$ cat config.mk
export PLATFORM = sky130hd
export DESIGN_NAME = num_node_controller
export DESIGN_NICKNAME = d
export VERILOG_FILES = /design/src/graph_types_pkg.sv /design/src/num_node_controller.sv
export SDC_FILE = /design/constraint.sdc
export NUM_CORES = 1
export LEC_CHECK = 0
export ABC_AREA = 1
export BUFFER_PORTS_ARGS = -buffer_cell sky130_fd_sc_hd__buf_2
export CORE_MARGIN = 1.5
export CORE_UTILIZATION = 40
export CTS_CLUSTER_DIAMETER = 40
export DETAILED_ROUTE_END_ITERATION = 8
export PLACE_DENSITY_LB_ADDON = 0.15
export SLEW_MARGIN = 0
export SYNTH_ARGS = -nofsm -noshare
export SYNTH_HDL_FRONTEND = slang
export SYNTH_SLANG_ARGS = --single-unit
$ cat constraint.sdc
create_clock -name clk -period 1.55 [get_ports clk]
set_input_delay 0 -clock clk [delete_from_list [all_inputs] [get_ports clk]]
set_output_delay 0 -clock clk [all_outputs]
set_load 0.005 [all_outputs]
$ cat src/graph_types_pkg.sv
// ==========================================================================
// Graph quantity widths and vector types, node-count controller states
// ==========================================================================

`default_nettype none

package graph_types_pkg;

  // ========================================================================
  // Graph dimensions
  // ========================================================================
  // Largest subgraph, sets the node count width
  localparam int MAX_NODES       = 168;
  // WH products per node row
  localparam int NUM_FEATURE_OUT = 16;
  localparam int WH_ELEM_WIDTH   = 12;

  // ========================================================================
  // Vector types
  // ========================================================================
  typedef logic [$clog2(MAX_NODES)-1:0] num_node_t;
  typedef logic [WH_ELEM_WIDTH-1:0]     wh_elem_t;

  // Element 0 sits in the low bits of the row
  typedef wh_elem_t [NUM_FEATURE_OUT-1:0] wh_row_t;

  // Node-count controller
  typedef enum logic [1:0] {
    IDLE     = 2'b00,
    WRITE    = 2'b01,
    IN_GRAPH = 2'b10
  } node_ctrl_state_t;

endpackage

`default_nettype wire

$ cat src/num_node_controller.sv
// ==========================================================================
// Node-count controller, one count per subgraph at consecutive addresses
// ==========================================================================

`timescale 1ns/1ps
`default_nettype none

module num_node_controller import graph_types_pkg::*; #(
  parameter int NUM_SUBGRAPHS = 2708
) (
  input  logic                             clk,
  input  logic                             rst_n,

  input  logic                             spmm_vld,
  input  logic                             src_flag,
  input  num_node_t                        num_node,

  // Node-count memory write port
  output logic                             num_node_wr_en,
  output logic [$clog2(NUM_SUBGRAPHS)-1:0] num_node_wr_addr,
  output num_node_t                        num_node_wr_data,

  output logic [$clog2(NUM_SUBGRAPHS)-1:0] subgraph_count
);

  localparam int SG_ADDR_W = $clog2(NUM_SUBGRAPHS);

  node_ctrl_state_t       state, state_nxt;
  logic [SG_ADDR_W-1:0]   sg_addr;
  num_node_t              num_node_q;
  logic                   src_beat;

  assign src_beat = spmm_vld & src_flag;

  // ========================================================================
  // State machine
  // ========================================================================
  always_comb begin
    state_nxt = state;
    if (src_beat) begin
      // Every source beat starts a fresh write
      state_nxt = WRITE;
    end else begin
      case (state)
        WRITE:    state_nxt = IN_GRAPH;
        IN_GRAPH: if (spmm_vld) state_nxt = IDLE;
        default:  state_nxt = state;
      endcase
    end
  end

  always_ff @(posedge clk or negedge rst_n) begin
    if (!rst_n) begin
      state   <= IDLE;
      sg_addr <= '0;
    end else begin
      state <= state_nxt;
      if (state == WRITE) begin
        // Wrap at the memory depth
        sg_addr <= (sg_addr == SG_ADDR_W'(NUM_SUBGRAPHS - 1)) ? '0 : sg_addr + 1'b1;
      end
    end
  end

  // Count captured on the source beat itself
  always_ff @(posedge clk) begin
    if (src_beat) begin
      num_node_q <= num_node;
    end
  end

  assign num_node_wr_en   = (state == WRITE);
  assign num_node_wr_addr = sg_addr;
  assign num_node_wr_data = num_node_q;
  assign subgraph_count   = sg_addr;

endmodule

`default_nettype wire

==> flow_metrics.env <==
export IMPL_area_delta_synth_final_pct=30.2
export IMPL_drv_slew=0
export IMPL_worstReg2RegStart="num_node_wr_addr[1]"
export IMPL_cts_sinks=22
export IMPL_crit_type="reg2reg"
export IMPL_cp_required_ns=1.76
export IMPL_startpoint_type="flop"
export IMPL_place_ws_ns=0.135
export IMPL_rsz0062_at_grt="no"
export IMPL_max_slew_margin_pct=78.0
export IMPL_setup_slack_ns=0.137
export IMPL_drive_above_1_share_pct=31.9
export IMPL_p_clk_share_pct=22.9
export IMPL_fin_setup_tns_ns=0
export IMPL_r2r_end="num_node_wr_addr[2]"
export IMPL_place_gp_congestion=0.851
export IMPL_die_h_um=56.8
export IMPL_grt_max_degree=15
export IMPL_crit_fanout=5
export IMPL_cts_tree="yes"
export IMPL_setup_viol=0
export IMPL_syn_num_nets=148
export IMPL_synth_area_leader_cell="dfrtp_1"
export IMPL_cts_buffers=3
export IMPL_hold_viol=0
export IMPL_cts_root_buf="clkbuf_4"
export IMPL_intPower_mw=1.29
export IMPL_avgSynthCellArea_um2=8.69
export IMPL_syn_inst=133
export IMPL_finClkSkew_ns=0.00352
export IMPL_hold_path_class="in2reg"
export IMPL_grt_use_total_pct=14.7
export IMPL_wl_met3_um=92
export IMPL_cts_buffer_depth=2
export IMPL_rows=19
export IMPL_clock_latency_ns=0.31
export IMPL_vdd_drop_max_v=0.00102
export IMPL_finalCritPeriodShare_pct=91.2
export IMPL_seq_area_frac_synth_pct=51.1
export IMPL_reg2reg_depth=8
export IMPL_drc=0
export IMPL_die_w_um=56.8
export IMPL_status="complete, no violations"
export IMPL_arrival_ns=1.62
export IMPL_ff2ff_setup_slack_ns=0.14
export IMPL_grt_pass1_vias=856
export IMPL_ys_seq_elements=22
export IMPL_power_total_mw=1.92
export IMPL_vias=962
export IMPL_clock_fmax_ghz=0.707
export IMPL_viasPerCell=4.52
export IMPL_netSwitchingFraction_pct=32.7
export IMPL_wire_per_inst_um=10.6
export IMPL_grt_overflow=0
export IMPL_floorplan_initialDensity_pct=41.9
export IMPL_hp_start="spmm_vld"
export IMPL_seqPwrFrac_pct=42.5
export IMPL_n_antenna_cell=0
export IMPL_design_portCount=45
export IMPL_finalCriticalPeriod_ns=1.41
export IMPL_drv_cap=0
export IMPL_drtIter0Drc=33
export IMPL_power_density_mw_per_mm2=1270
export IMPL_holdPathStages=3
export IMPL_htree_levels=1
export IMPL_die_area_mm2=0.00322
export IMPL_fin_nets=198
export IMPL_p_sw_uw=627
export IMPL_highest_layer="met4"
export IMPL_yosysTopAreaCellShare_pct=30.3
export IMPL_finalNonFillerCells=213
export IMPL_netlist_top_cells_area="dfrtp_1 (30%), edfxtp_1 (21%), buf_4 (8.4%)"
export IMPL_whs_endpoint="state[1]"
export IMPL_tightestPinTransition_ns=0.329
export IMPL_pwr_share_comb_pct=34.5
export IMPL_firstDrtPassIters=4
export IMPL_port_buffers=44
export IMPL_synthDistinctLibCells=19
export IMPL_ys_warn_count=0
export IMPL_core_mm2=0.00276
export IMPL_antenna_found_initial=0
export IMPL_wirelength_um=2260
export IMPL_dp_cells=198
export IMPL_dr_wl_met2_um=1120
export IMPL_post_dp_hpwl_um=1610
export IMPL_grt_pass1_wl_um=3660
export IMPL_clk_pin_slew_worst_paths_ns=0.13
export IMPL_leakagePower_nw=0.789
export IMPL_ant_nets=0
export IMPL_cp_end_kind="flop"
export IMPL_met1Wirelength_um=1030
export IMPL_syn_area_mm2=0.00116
==> state kept, by name, indices dropped and copies added (netlist names) <==
name and count:
num_node_wr_addr 12, num_node_wr_data 8, state 2
==> area by class of cell <==
| class | count | area [um2] |
|---|---|---|
| sequential | 22 | 591 |
| inverter | 20 | 75.1 |
| fill | 259 | 1250 |
| clock inverter | 1 | 30.0 |
| tap | 31 | 38.8 |
| clock buffer | 3 | 22.5 |
| multi-input combinational | 78 | 395 |
| timing repair buffer | 58 | 353 |
==> what timing repair did <==
item                                   in CTS  in global routing
endpoints found under the hold margin      23                  0
setup buffers                               0                  0
setup endpoints to repair                   0                  2
hold buffers                               11                  0
gates resized for setup                     0                  1
==> worst max-delay path by stage <==
stage | startpoint | slack (ns) | to | cells past startpoint
floorplan | state[1] | 0.31 | num_node_wr_addr[6] | 6
global placement | state[1] | 0.17 | num_node_wr_addr[6] | 6
detailed placement | state[1] | 0.14 | num_node_wr_addr[6] | 6
CTS | state[1] | 0.12 | num_node_wr_addr[6] | 6
global route | num_node_wr_addr[1] | 0.002 | num_node_wr_addr[4] | 8
finish | num_node_wr_addr[1] | 0.14 | num_node_wr_addr[2] | 8
==> stage by stage <==
stage                     area [um2]  utilization [%]  hold WS, ns
final                           1510             54.6       0.0213
after detailed placement        1340             48.6      -0.0783
after CTS                       1500             54.5       0.0160
after global placement          1340             48.6      -0.0808
after floorplan                 1160                -       -0.296
after global routing            1510             54.6       0.0583
==> power groups by stage <==
stage               combinational (mW)  clock [mW]  sequential (mW)
floorplan                        0.437           0            0.833
global placement                 0.640           0            0.824
detailed placement               0.641           0            0.828
CTS                              0.667       0.456            0.815
global route                     0.754       0.473            0.834
finish                           0.662       0.440            0.816
==> placed cells by master, fill, tap and decap left out, drive strengths merged, types with 2 or more instances in the layout <==
cell type / instances
inv: 20
nand3: 12
nand2: 28
o21ai: 3
dfrtp: 14
xor2: 3
ha: 3
edfxtp: 8
dlygate4sd3: 11
clkbuf: 3
nor2: 22
buf: 47
a21oi: 2
==> Yosys cell counts <==
library cell and n:
nand3_1 12, a21oi_1 2, o22ai_1 1, o21ai_0 3
edfxtp_1 8, nand4_1 1, buf_4 13, xor2_1 3
dfrtp_1 14, nor2_1 19, nand2_2 2, nor2_2 1
nor2_4 2, xnor2_1 1, ha_1 3, inv_1 20
or2_2 1, and2_1 1, nand2_1 26
==> routing by layer <==
metal,up-vias,track usage (%)
li1,497,-
met1,440,19.5
met2,23,24.3
met3,2,2.07
met4,0,5.98
met5,-,0
==> critical path: stages (launching register included) <==
cell and delay, ns:
dfrtp_1 0.45, ha_1 0.26, nand2_1 0.07, inv_1 0.05, nand2_1 0.05, nor2_1 0.11, nand3_1 0.16, inv_1 0.13
nor2_1 0.05
==> cells by family after synthesis <==
| kind of cell | share of synthesized area [%] |
|---|---|
| compound gates | 2.71 |
| fa+ha+maj | 3.25 |
| xor+xnor | 3.03 |
| simple gates | 25.0 |
| flops | 51.1 |
| buf+inv | 14.9 |
(Power assumes the default switching activity.)
