<file path="config.mk">
export PLATFORM = sky130hd
export DESIGN_NAME = wh_result_writer
export DESIGN_NICKNAME = d
export VERILOG_FILES = /design/src/graph_types_pkg.sv /design/src/spmm_stream_pkg.sv /design/src/wh_result_writer.sv
export SDC_FILE = /design/constraint.sdc
export NUM_CORES = 1
export LEC_CHECK = 0
export BUFFER_PORTS_ARGS = -buffer_cell sky130_fd_sc_hd__buf_2
export CORE_AREA = 10 10 162 164
export CTS_CLUSTER_DIAMETER = 50
export DETAILED_ROUTE_END_ITERATION = 6
export DIE_AREA = 0 0 172 174
export SYNTH_ARGS = -nofsm -noshare
export SYNTH_HDL_FRONTEND = slang
export SYNTH_SLANG_ARGS = --single-unit
</file>
<file path="constraint.sdc">
create_clock -name clk -period 2.8 [get_ports clk]
set_input_delay 0.42 -clock clk [delete_from_list [all_inputs] [get_ports clk]]
set_output_delay 0.42 -clock clk [all_outputs]
set_load 0.01 [all_outputs]
</file>
<file path="src/graph_types_pkg.sv">
// ==========================================================================
// Graph quantity widths and vector types, node-count controller states
// ==========================================================================

`default_nettype none

package graph_types_pkg;

  // ========================================================================
  // Graph dimensions
  // ========================================================================
  // Largest subgraph, sets the node count width
  localparam int MAX_NODES       = 168;
  // WH products per node row
  localparam int NUM_FEATURE_OUT = 16;
  localparam int WH_ELEM_WIDTH   = 12;

  // ========================================================================
  // Vector types
  // ========================================================================
  typedef logic [$clog2(MAX_NODES)-1:0] num_node_t;
  typedef logic [WH_ELEM_WIDTH-1:0]     wh_elem_t;

  // Element 0 sits in the low bits of the row
  typedef wh_elem_t [NUM_FEATURE_OUT-1:0] wh_row_t;

  // Node-count controller
  typedef enum logic [1:0] {
    IDLE     = 2'b00,
    WRITE    = 2'b01,
    IN_GRAPH = 2'b10
  } node_ctrl_state_t;

endpackage

`default_nettype wire

</file>
<file path="src/spmm_stream_pkg.sv">
// ==========================================================================
// SpMM output beat and stored WH word structs
// ==========================================================================

`default_nettype none

package spmm_stream_pkg;

  import graph_types_pkg::*;

  // One beat per graph node from the SpMM unit
  typedef struct packed {
    logic      src_flag;
    num_node_t num_node;
    wh_row_t   wh_row;
  } spmm_beat_t;

  // WH memory word, count and flag appended below the row
  // Flag ends up in bit 0
  typedef struct packed {
    wh_row_t   wh_row;
    num_node_t num_node;
    logic      src_flag;
  } wh_word_t;

endpackage

`default_nettype wire

</file>
<file path="src/wh_result_writer.sv">
// ==========================================================================
// WH result writer, one WH word per SpMM beat at consecutive addresses
// ==========================================================================

`timescale 1ns/1ps
`default_nettype none

module wh_result_writer import spmm_stream_pkg::*; #(
  parameter int TOTAL_NODES = 13264
) (
  input  logic                           clk,
  input  logic                           rst_n,

  input  logic                           spmm_vld,
  input  spmm_beat_t                     spmm_beat,

  // WH memory write port
  output logic                           wh_wr_en,
  output logic [$clog2(TOTAL_NODES)-1:0] wh_wr_addr,
  output wh_word_t                       wh_wr_data,

  output logic [$clog2(TOTAL_NODES)-1:0] node_count
);

  localparam int NODE_ADDR_W = $clog2(TOTAL_NODES);

  logic                   wr_en_q;
  logic [NODE_ADDR_W-1:0] node_addr;
  wh_word_t               wh_word_q;

  // Repack beat as a memory word
  always_ff @(posedge clk) begin
    if (spmm_vld) begin
      wh_word_q.wh_row   <= spmm_beat.wh_row;
      wh_word_q.num_node <= spmm_beat.num_node;
      wh_word_q.src_flag <= spmm_beat.src_flag;
    end
  end

  // ========================================================================
  // Write enable and node address
  // ========================================================================
  always_ff @(posedge clk or negedge rst_n) begin
    if (!rst_n) begin
      wr_en_q   <= 1'b0;
      node_addr <= '0;
    end else begin
      wr_en_q <= spmm_vld;
      if (wr_en_q) begin
        node_addr <= (node_addr == NODE_ADDR_W'(TOTAL_NODES - 1)) ? '0 : node_addr + 1'b1;
      end
    end
  end

  assign wh_wr_en   = wr_en_q;
  assign wh_wr_addr = node_addr;
  assign wh_wr_data = wh_word_q;
  assign node_count = node_addr;

endmodule

`default_nettype wire
</file>
==> qor.txt, run 1 <==
status - finished, final reports clean
Slew HR - 60.2%
GRT overflow - 0
Setup Skew - 0.00506 ns
Die Area - 0.0299 sq mm
DRT Wirelength - 23000 microns
Post-DP Area - 0.00941 sq mm
post-synthesis mux area share - 0.145%
vias in the first global route - 4880
initial antenna violation count - 8
clock-pin slew on the worst setup and hold paths - 0.06 ns
All-Layer GR Usage - 14.3%
Hold Vio Cnt, Final - 0
FILL cells - 2065
crit end category - flip-flop
H-tree depth - 1
commonest non-fill, non-tap cell in the layout - buf_2
sequential share of power - 49.1%
CP arrival - 2.08 ns
total power - 8.13 mW
Die Y-Extent - 174 microns
IO Port Bufs - 433
initial drt markers - 293
Synth-to-Final Area Change - 49.1%
routed wl met3 - 3140 microns
Hold/Removal Path Class - primary input to flip-flop
hold path depth - 1
metal2 WL - 11500 microns
GP Congestion - 0.791
Post-Synth XOR/XNOR Area - 1.27%
CP max FO - 8
Max-Cap Viols - 0
post-CTS setup buffer count - 0
Least-Margin Pin Slew - 0.597 ns
commonest non-fill, non-tap cells in the layout - 432 x buf_2, 201 x edfxtp_1, 29 x clkbuf_16
RSZ-0062 raised after global routing - false
FF/Latch Area - 0.00641 sq mm
YS warnings - 0
post-route cell area - 0.0103 sq mm
CTS max path bufs - 3
Period minus WS final - 1.69 ns
Num CTS Buffers - 28
max frequency - 0.590 GHz
# DRC - 0
pwr/cell area - 789 mW/mm^2
# setup viols final - 0
final layout net count - 952
clock sink total - 216
Row Count - 56
CTS tree - done
DRT Pass-1 Iters - 4
Cells after Synth - 291
area share of fa/ha/maj cells after synthesis - 0.362%
peak supply drop - 549 uV
CP max stage delay - 0.49 ns
Setup CP Type - flip-flop to flip-flop
die width - 172 microns
Worst EP required - 3.18 ns
Yosys reg bits - 216
layout cells sized above 1 - 63.8%
simple-gate area share of the yosys netlist - 3.47%
CP max-delay cell - dfrtp_1
Power Internal - 6.17 mW
top routing layer used - met5
setup TNS - 0 ns
startpoint types - flip-flop
wire length on met1 - 7920 microns
Initial Utilization - 29.9%
Syn Std Cell Area - 0.00691 sq mm
Syn Area/Cell - 23.8 sq um
root buffer cell - clkbuf_16
r2r setup slk - 1.11 ns
Synth Area in Compound Gates - 0.344%
net count after synthesis - 497
ANT nets after route - 0
area of the multi-input gates - 387 sq um
NetSw - 1.95 mW
largest family of logic cells by synthesized area - simple AND/OR/NAND/NOR gates
crit share post-route - 60.5%
Vias/cell - 4.18
Leak - 4.51 nW
first-pass GRT wire length - 31800 microns
largest net degree at the start of global routing - 75
Register-to-Register Path Depth - 4
core area - 0.0231 sq mm
clk_lat worst skew - 0.52 ns
io pins - 434
PostCTS Resize Cnt - 0
clock power share - 40.6%
switch share - 24.0%
via count of the routed design - 4433
Comb pwr share - 10.4%
drt wl/cell - 21.7 microns
ordered cell list for the critical path - ha_1 -> nand4_2 -> nor3_2 -> o211ai_1
Seq/Total Area, Yosys - 92.7%
HPWL Detailed - 18700 microns
Max Slew Vio Count - 0
library cells used by synthesis - 23
## path summary, 6_finish.rpt
check / from / end
worst max-delay path: node_count[0] / node_count[7]
worst min-delay path: spmm_beat[5] / wh_wr_data[14]
worst max register to register: node_count[0] / node_count[7]
worst min register to register: node_count[11] / node_count[11]
max in group asynchronous: rst_n / node_count[2]
min in group asynchronous: rst_n / node_count[11]
## power by group through the flow
stage               logic [mW]  clock network, mW  registers (mW)
finish                   0.841               3.30            3.99
global route             0.917               3.53            4.02
CTS                      0.868               3.40            3.99
detailed placement       0.865                  0            4.05
global placement         0.864                  0            4.04
floorplan                0.159                  0            4.19
## metal layers
metal  vias to the layer above  track usage, %
li1                       2046               -
met1                      2063            14.5
met2                       277            24.8
met3                        37            7.57
met4                        10            3.74
met5                         -               0
## final cells by class
| class | instances | area share, % |
|---|---|---|
| sequential | 216 | 62.2 |
| timing repair buffer | 440 | 21.9 |
| clock buffer | 30 | 7.08 |
| multi-input combinational | 59 | 3.75 |
| tap | 290 | 3.52 |
| clock inverter | 21 | 1.44 |
| antenna | 3 | 0.0728 |
| inverter | 1 | 0.0364 |
## logic make-up (layout without fill, tap and decap cells)
group                    Yosys count  count (layout)
flip-flops                       216             216
AND/OR/NAND/NOR                   42              42
buffers and inverters             16             492
XOR/XNOR                          10              10
AO/OA/AOI/OAI                      4               4
adder cells (fa/ha/maj)            2               2
multiplexers                       1               1
other                              0               3
## per-stage QoR
| step | instances | hold WS (ns) | util (%) | setup WS, ns |
|---|---|---|---|---|
| 2_1_floorplan | 291 | 0.124 | - | 1.27 |
| 3_3_place_gp | 1005 | 0.351 | 40.7 | 1.14 |
| 3_5_place_dp | 1005 | 0.352 | 40.7 | 1.10 |
| 4_1_cts | 1057 | 0.0380 | 44.5 | 1.08 |
| 5_1_grt | 1059 | 0.0364 | 44.6 | 0.945 |
| 6_report | 1060 | 0.0687 | 44.6 | 1.11 |
## flip-flops by register name, summed over array words and instances, names as in the netlist
name and count:
wh_wr_data 201, node_count 14, wh_wr_en 1
## Yosys cell counts
cell type,instances,area (sq um)
inv_1,1,3.75
xor2_1,3,26.3
o21ai_0,1,5.00
nor4_2,3,37.5
nand3b_1,1,7.51
ha_1,2,25.0
nand2_1,8,30.0
nand4_2,2,25.0
buf_4,15,113
dfrtp_1,15,375
nor3_2,1,10.0
nand3_1,8,40.0
o211ai_1,1,7.51
xnor2_1,7,61.3
nand4_1,3,18.8
and4_1,1,8.76
nor3_1,3,15.0
o22ai_1,1,6.26
edfxtp_1,201,6040
o21ai_1,1,5.00
nand2b_1,1,6.26
nor2_1,11,41.3
mux2i_1,1,10.0
## timing repair
action                     4_1_cts  5_1_grt
setup endpoints to repair        0        0
hold endpoints to repair        15        0
hold buffers                     1        0
## critical path: cells and delay by family, from the launching register on
| kind | cells | cell delay [ns] |
|---|---|---|
| fa+ha+maj | 1 | 0.25 |
| compound gates | 1 | 0.16 |
| simple gates | 2 | 0.67 |
| flops | 1 | 0.49 |
(Power assumes the default switching activity.)
==> run 2: changes to the inputs <==
Settings changed: CORE_AREA 10 10 162 164 to 10 10 160 162, DIE_AREA 0 0 172 174 to 0 0 170 172.
Clock period 2.8 ns to 1.7 ns, I/O delays scaled along.
==> qor.txt, run 2 (same netlist as run 1, synthesis figures left out) <==
Synth-to-Final Area Change - 79.7% (was 49.1%)
CP max FO - 7 (was 8)
clk_lat worst skew - 0.53 ns (was 0.52 ns)
Initial Utilization - 30.9% (was 29.9%)
H-tree depth - 1 (unchanged)
DRT Wirelength - 26700 microns (was 23000 microns)
vias in the first global route - 5925 (was 4880)
initial antenna violation count - 2 (was 8)
max frequency - 0.680 GHz
Max-Cap Viols - 0 (unchanged)
Hold/Removal Path Class - primary input to flip-flop (unchanged)
placed cells - 1001 (was 1005)
PostCTS Resize Cnt - 0 (unchanged)
Setup CP Type - flip-flop to output port (was flip-flop to flip-flop)
Least-Margin Pin Slew - 0.346 ns (was 0.597 ns)
commonest non-fill, non-tap cell in the layout - buf_2 (unchanged)
status - finished, final reports clean (unchanged)
IO Port Bufs - 433 (unchanged)
die width - 170 microns (was 172 microns)
commonest non-fill, non-tap cells in the layout - 432 x buf_2, 202 x dlygate4sd3_1, 201 x edfxtp_1 (was 432 x buf_2, 201 x edfxtp_1, 29 x clkbuf_16)
final layout net count - 1154 (was 952)
drt wl/cell - 21.2 microns (was 21.7 microns)
root buffer cell - clkbuf_16 (unchanged)
crit end category - output port (was flip-flop)
Leak - 5.38 nW (was 4.51 nW)
core area - 0.0224 sq mm (was 0.0231 sq mm)
Die Y-Extent - 172 microns (was 174 microns)
GRT overflow - 0 (unchanged)
Power Internal - 10.9 mW (was 6.17 mW)
initial drt markers - 395 (was 293)
NetSw - 3.50 mW (was 1.95 mW)
Worst EP required - 1.44 ns (was 3.18 ns)
crit share post-route - 86.5%
total power - 14.3 mW (was 8.13 mW)
largest net degree at the start of global routing - 52 (was 75)
clock power share - 41.6% (was 40.6%)
DRT Pass-1 Iters - 4 (unchanged)
Die Area - 0.0292 sq mm (was 0.0299 sq mm)
Setup Skew - 0.00659 ns (was 0.00506 ns)
CP arrival - 1.22 ns (was 2.08 ns)
CTS max path bufs - 3 (unchanged)
# DRC - 0 (unchanged)
Period minus WS final - 1.47 ns
ANT nets after route - 0 (unchanged)
first-pass GRT wire length - 37400 microns (was 31800 microns)
Slew HR - 76.9% (was 60.2%)
CTS tree - done (unchanged)
GP Congestion - 0.875 (was 0.791)
layout cells sized above 1 - 50.5% (was 63.8%)
HPWL Detailed - 18300 microns (was 18700 microns)
Comb pwr share - 12.8% (was 10.4%)
setup TNS - 0 ns (unchanged)
final worst setup slack - 0.229 ns (was 1.11 ns)
sequential share of power - 45.6% (was 49.1%)
max reg flops - 201 (unchanged)
Vias/cell - 4.25 (was 4.18)
fin cells - 1257 (was 1060)
via count of the routed design - 5348 (was 4433)
Num CTS Buffers - 28 (unchanged)
pre-CTS WS - 0.253 ns (was 1.10 ns)
# setup viols final - 0 (unchanged)
clock sink total - 216 (unchanged)
clock-pin slew on the worst setup and hold paths - 0.06 ns (about the same)
switch share - 24.4% (was 24.0%)
All-Layer GR Usage - 16.9% (was 14.3%)
io pins - 434 (unchanged)
Max Slew Vio Count - 0 (unchanged)
Hold Vio Cnt, Final - 0 (unchanged)
Row Count - 55 (was 56)
RSZ-0062 raised after global routing - false (unchanged)
startpoint types - flip-flop (unchanged)
peak supply drop - 1060 uV (was 549 uV)
pwr/cell area - 1150 mW/mm^2 (was 789 mW/mm^2)
==> run 2: cell types whose count changed in the layout (fill, tap and decap cells not counted), sizes merged <==
cell,delta
buf,+1
bufinv,+2
clkbuf,+3
clkinv,-9
clkinvlp,+4
diode,-1
dlygate4sd3,+201
inv,+1
==> run 2: final timing paths <==
| path | startpoint | end | slack [ns] | cells past startpoint |
|---|---|---|---|---|
| setup / recovery | node_count[0] | wh_wr_addr[0] | 0.23 | 2 |
| hold / removal | spmm_vld | wh_wr_data[132] | 0.15 | 1 |
| setup reg to reg | node_count[11] | node_count[9] | 0.23 | 5 |
| hold reg to reg | node_count[2] | node_count[2] | 0.60 | 1 |
| max in group asynchronous | rst_n | node_count[3] | 1.28 | 2 |
| min in group asynchronous | rst_n | node_count[0] | 0.16 | 2 |
==> run 2: critical path: stages (launching register included) <==
cell,delay (ns)
dfrtp_1,0.38
buf_4,0.17
buf_2,0.14
==> run 2: what timing repair did <==
| item | in CTS | in global routing |
|---|---|---|
| buffers inserted | 0 | 0 |
| hold buffers | 202 | 0 |
| endpoints found under the hold margin | 216 | 0 |
==> run 2: per-stage QoR <==
step | hold WS [ns] | util, % | cell area [sq um]
5_1_grt | 0.130 | 55.5 | 12400
2_1_floorplan | -0.0406 | - | 6910
3_3_place_gp | 0.181 | 42.2 | 9440
6_report | 0.148 | 55.6 | 12400
3_5_place_dp | 0.184 | 42.2 | 9440
4_1_cts | 0.126 | 55.5 | 12400
==> run 2: cell type report <==
cell class | count | area [sq um]
multi-input combinational | 59 | 387
antenna | 2 | 5.00
inverter | 1 | 3.75
tap | 285 | 357
fill | 1729 | 9940
clock buffer | 33 | 741
timing repair buffer | 642 | 4300
sequential | 216 | 6410
clock inverter | 19 | 220
==> run 2: power by group through the flow <==
stage | clock network (mW) | logic (mW) | registers [mW]
after floorplan | 0 | 0.262 | 6.90
after global placement | 0 | 1.46 | 6.62
after global routing | 6.32 | 1.98 | 6.60
after detailed placement | 0 | 1.46 | 6.64
final | 5.97 | 1.84 | 6.54
after CTS | 6.10 | 1.85 | 6.53
==> run 2: layer usage <==
layer	vias up	wire length (microns)	GRT usage, %
li1	2448	-	-
met5	-	0	0
met3	43	3170	7.11
met1	2560	8960	17.9
met4	0	607	4.73
met2	297	14000	30.3
==> run 3: changes to the inputs <==
Settings changed: BUFFER_PORTS_ARGS -buffer_cell sky130_fd_sc_hd__buf_2 to not set, DONT_BUFFER_PORTS set to 1.
==> qor.txt, run 3 <==
H-tree depth - 1 (unchanged)
HPWL Detailed - 14700 microns (was 18300 microns)
count leader, synth - edfxtp_1 (unchanged)
Yosys reg bits - 216 (unchanged)
IO Port Bufs - 0 (was 433)
status - aborted with a tool error (was finished, final reports clean)
post-CTS setup buffer count - 0 (unchanged)
PostCTS Resize Cnt - 0 (unchanged)
CTS max path bufs - 3 (unchanged)
die width - 170 microns (unchanged)
net count after synthesis - 497 (unchanged)
root buffer cell - clkbuf_16 (unchanged)
area share of the largest cell type after synthesis - 87.3% (unchanged)
Initial Utilization - 30.9% (unchanged)
pre-CTS WS - 0.192 ns (was 0.253 ns)
error message - [ERROR RSZ-0060] Max buffer count reached.
YS warnings - 0 (unchanged)
GP Congestion - 0.767 (was 0.875)
Die Y-Extent - 172 microns (unchanged)
Post-synth EDFFs - 201 (unchanged)
Syn Std Cell Area - 0.00691 sq mm (unchanged)
library cells used by synthesis - 23 (unchanged)
most common flop cell mapped by yosys - edfxtp_1 (unchanged)
stage reached - clock tree synthesis
Num CTS Buffers - 26 (was 28)
Post-synth ARST share - 6.94% (unchanged)
top post-synthesis cells by area - edfxtp_1 87%, dfrtp_1 5.4%, buf_4 1.6%, xnor2_1 0.89%, nor2_1 0.60% (unchanged)
Seq/Total Area, Yosys - 92.7% (unchanged)
io pins - 434 (unchanged)
Row Count - 55 (unchanged)
Post-synth top cells - 201 x edfxtp_1, 15 x buf_4, 15 x dfrtp_1, 11 x nor2_1 (unchanged)
area leader, netlist - edfxtp_1 (unchanged)
CTS Hold Buffers Added - 125 (was 202)
Cells after Synth - 291 (unchanged)
Syn Area/Cell - 23.8 sq um (unchanged)
clock sink total - 216 (unchanged)
==> run 3: metrics by stage <==
| step | utilization, % | cells | instance area (sq um) |
|---|---|---|---|
| 2_1_floorplan | - | 291 | 6910 |
| 3_3_place_gp | 32.4 | 574 | 7260 |
| 3_5_place_dp | 32.4 | 574 | 7260 |
==> run 3: kinds of logic after synthesis <==
logic type / count (synthesis) / share of synthesized area (%)
compound gates: 4 / 0.344
fa+ha+maj: 2 / 0.362
buf+inv: 16 / 1.68
flops: 216 / 92.7
xor+xnor: 10 / 1.27
mux: 1 / 0.145
simple gates: 42 / 3.47
==> run 4: changes to the inputs <==
Settings changed: CORE_AREA 10 10 160 162 to 10 10 161 163, CTS_CLUSTER_DIAMETER 50 to not set, DIE_AREA 0 0 170 172 to 0 0 171 173, PLACE_DENSITY_LB_ADDON set to 0.15.
==> qor.txt, run 4 <==
stage reached - clock tree synthesis (unchanged)
Seq/Total Area, Yosys - 92.7% (unchanged)
post-CTS setup buffer count - 0 (unchanged)
status - aborted with a tool error (unchanged)
Post-synth EDFFs - 201 (unchanged)
Num CTS Buffers - 24 (was 26)
Post-synth top cells - 201 x edfxtp_1, 15 x buf_4, 15 x dfrtp_1, 11 x nor2_1 (unchanged)
clock sink total - 216 (unchanged)
YS warnings - 0 (unchanged)
library cells used by synthesis - 23 (unchanged)
IO Port Bufs - 0 (unchanged)
count leader, synth - edfxtp_1 (unchanged)
CTS max path bufs - 3 (unchanged)
Die Y-Extent - 173 microns (was 172 microns)
Initial Utilization - 30.6% (was 30.9%)
Cells after Synth - 291 (unchanged)
area share of the largest cell type after synthesis - 87.3% (unchanged)
Post-DP Area - 0.00726 sq mm (unchanged)
Syn Area/Cell - 23.8 sq um (unchanged)
io pins - 434 (unchanged)
Row Count - 55 (unchanged)
Yosys reg bits - 216 (unchanged)
area leader, netlist - edfxtp_1 (unchanged)
HPWL Detailed - 15600 microns (was 14700 microns)
net count after synthesis - 497 (unchanged)
placed cells - 574 (unchanged)
error message - [ERROR RSZ-0060] Max buffer count reached. (unchanged)
top post-synthesis cells by area - edfxtp_1 87%, dfrtp_1 5.4%, buf_4 1.6%, xnor2_1 0.89%, nor2_1 0.60% (unchanged)
Syn Std Cell Area - 0.00691 sq mm (unchanged)
CTS Hold Buffers Added - 124 (was 125)
Post-synth ARST share - 6.94% (unchanged)
PostCTS Resize Cnt - 0 (unchanged)
most common flop cell mapped by yosys - edfxtp_1 (unchanged)
GP Congestion - 0.750 (was 0.767)
die width - 171 microns (was 170 microns)
root buffer cell - clkbuf_16 (unchanged)
H-tree depth - 1 (unchanged)
[run 4: cell counts after synthesis]
No cell type changed its count.
[run 4: stage by stage]
step                      setup WS (ns)  hold slack [ns]
after floorplan                   0.169          -0.0406
after global placement            0.297          -0.0399
after detailed placement          0.272          -0.0399
[run 4: cells by family after synthesis]
logic type | Yosys count | share of synthesized area [%]
DFF | 216 | 92.7
and+or+nand+nor | 42 | 3.47
AOI/OAI and AO/OA | 4 | 0.344
adders and majority gates | 2 | 0.362
muxes | 1 | 0.145
buffers and inverters | 16 | 1.68
xor gates and xnor gates | 10 | 1.27
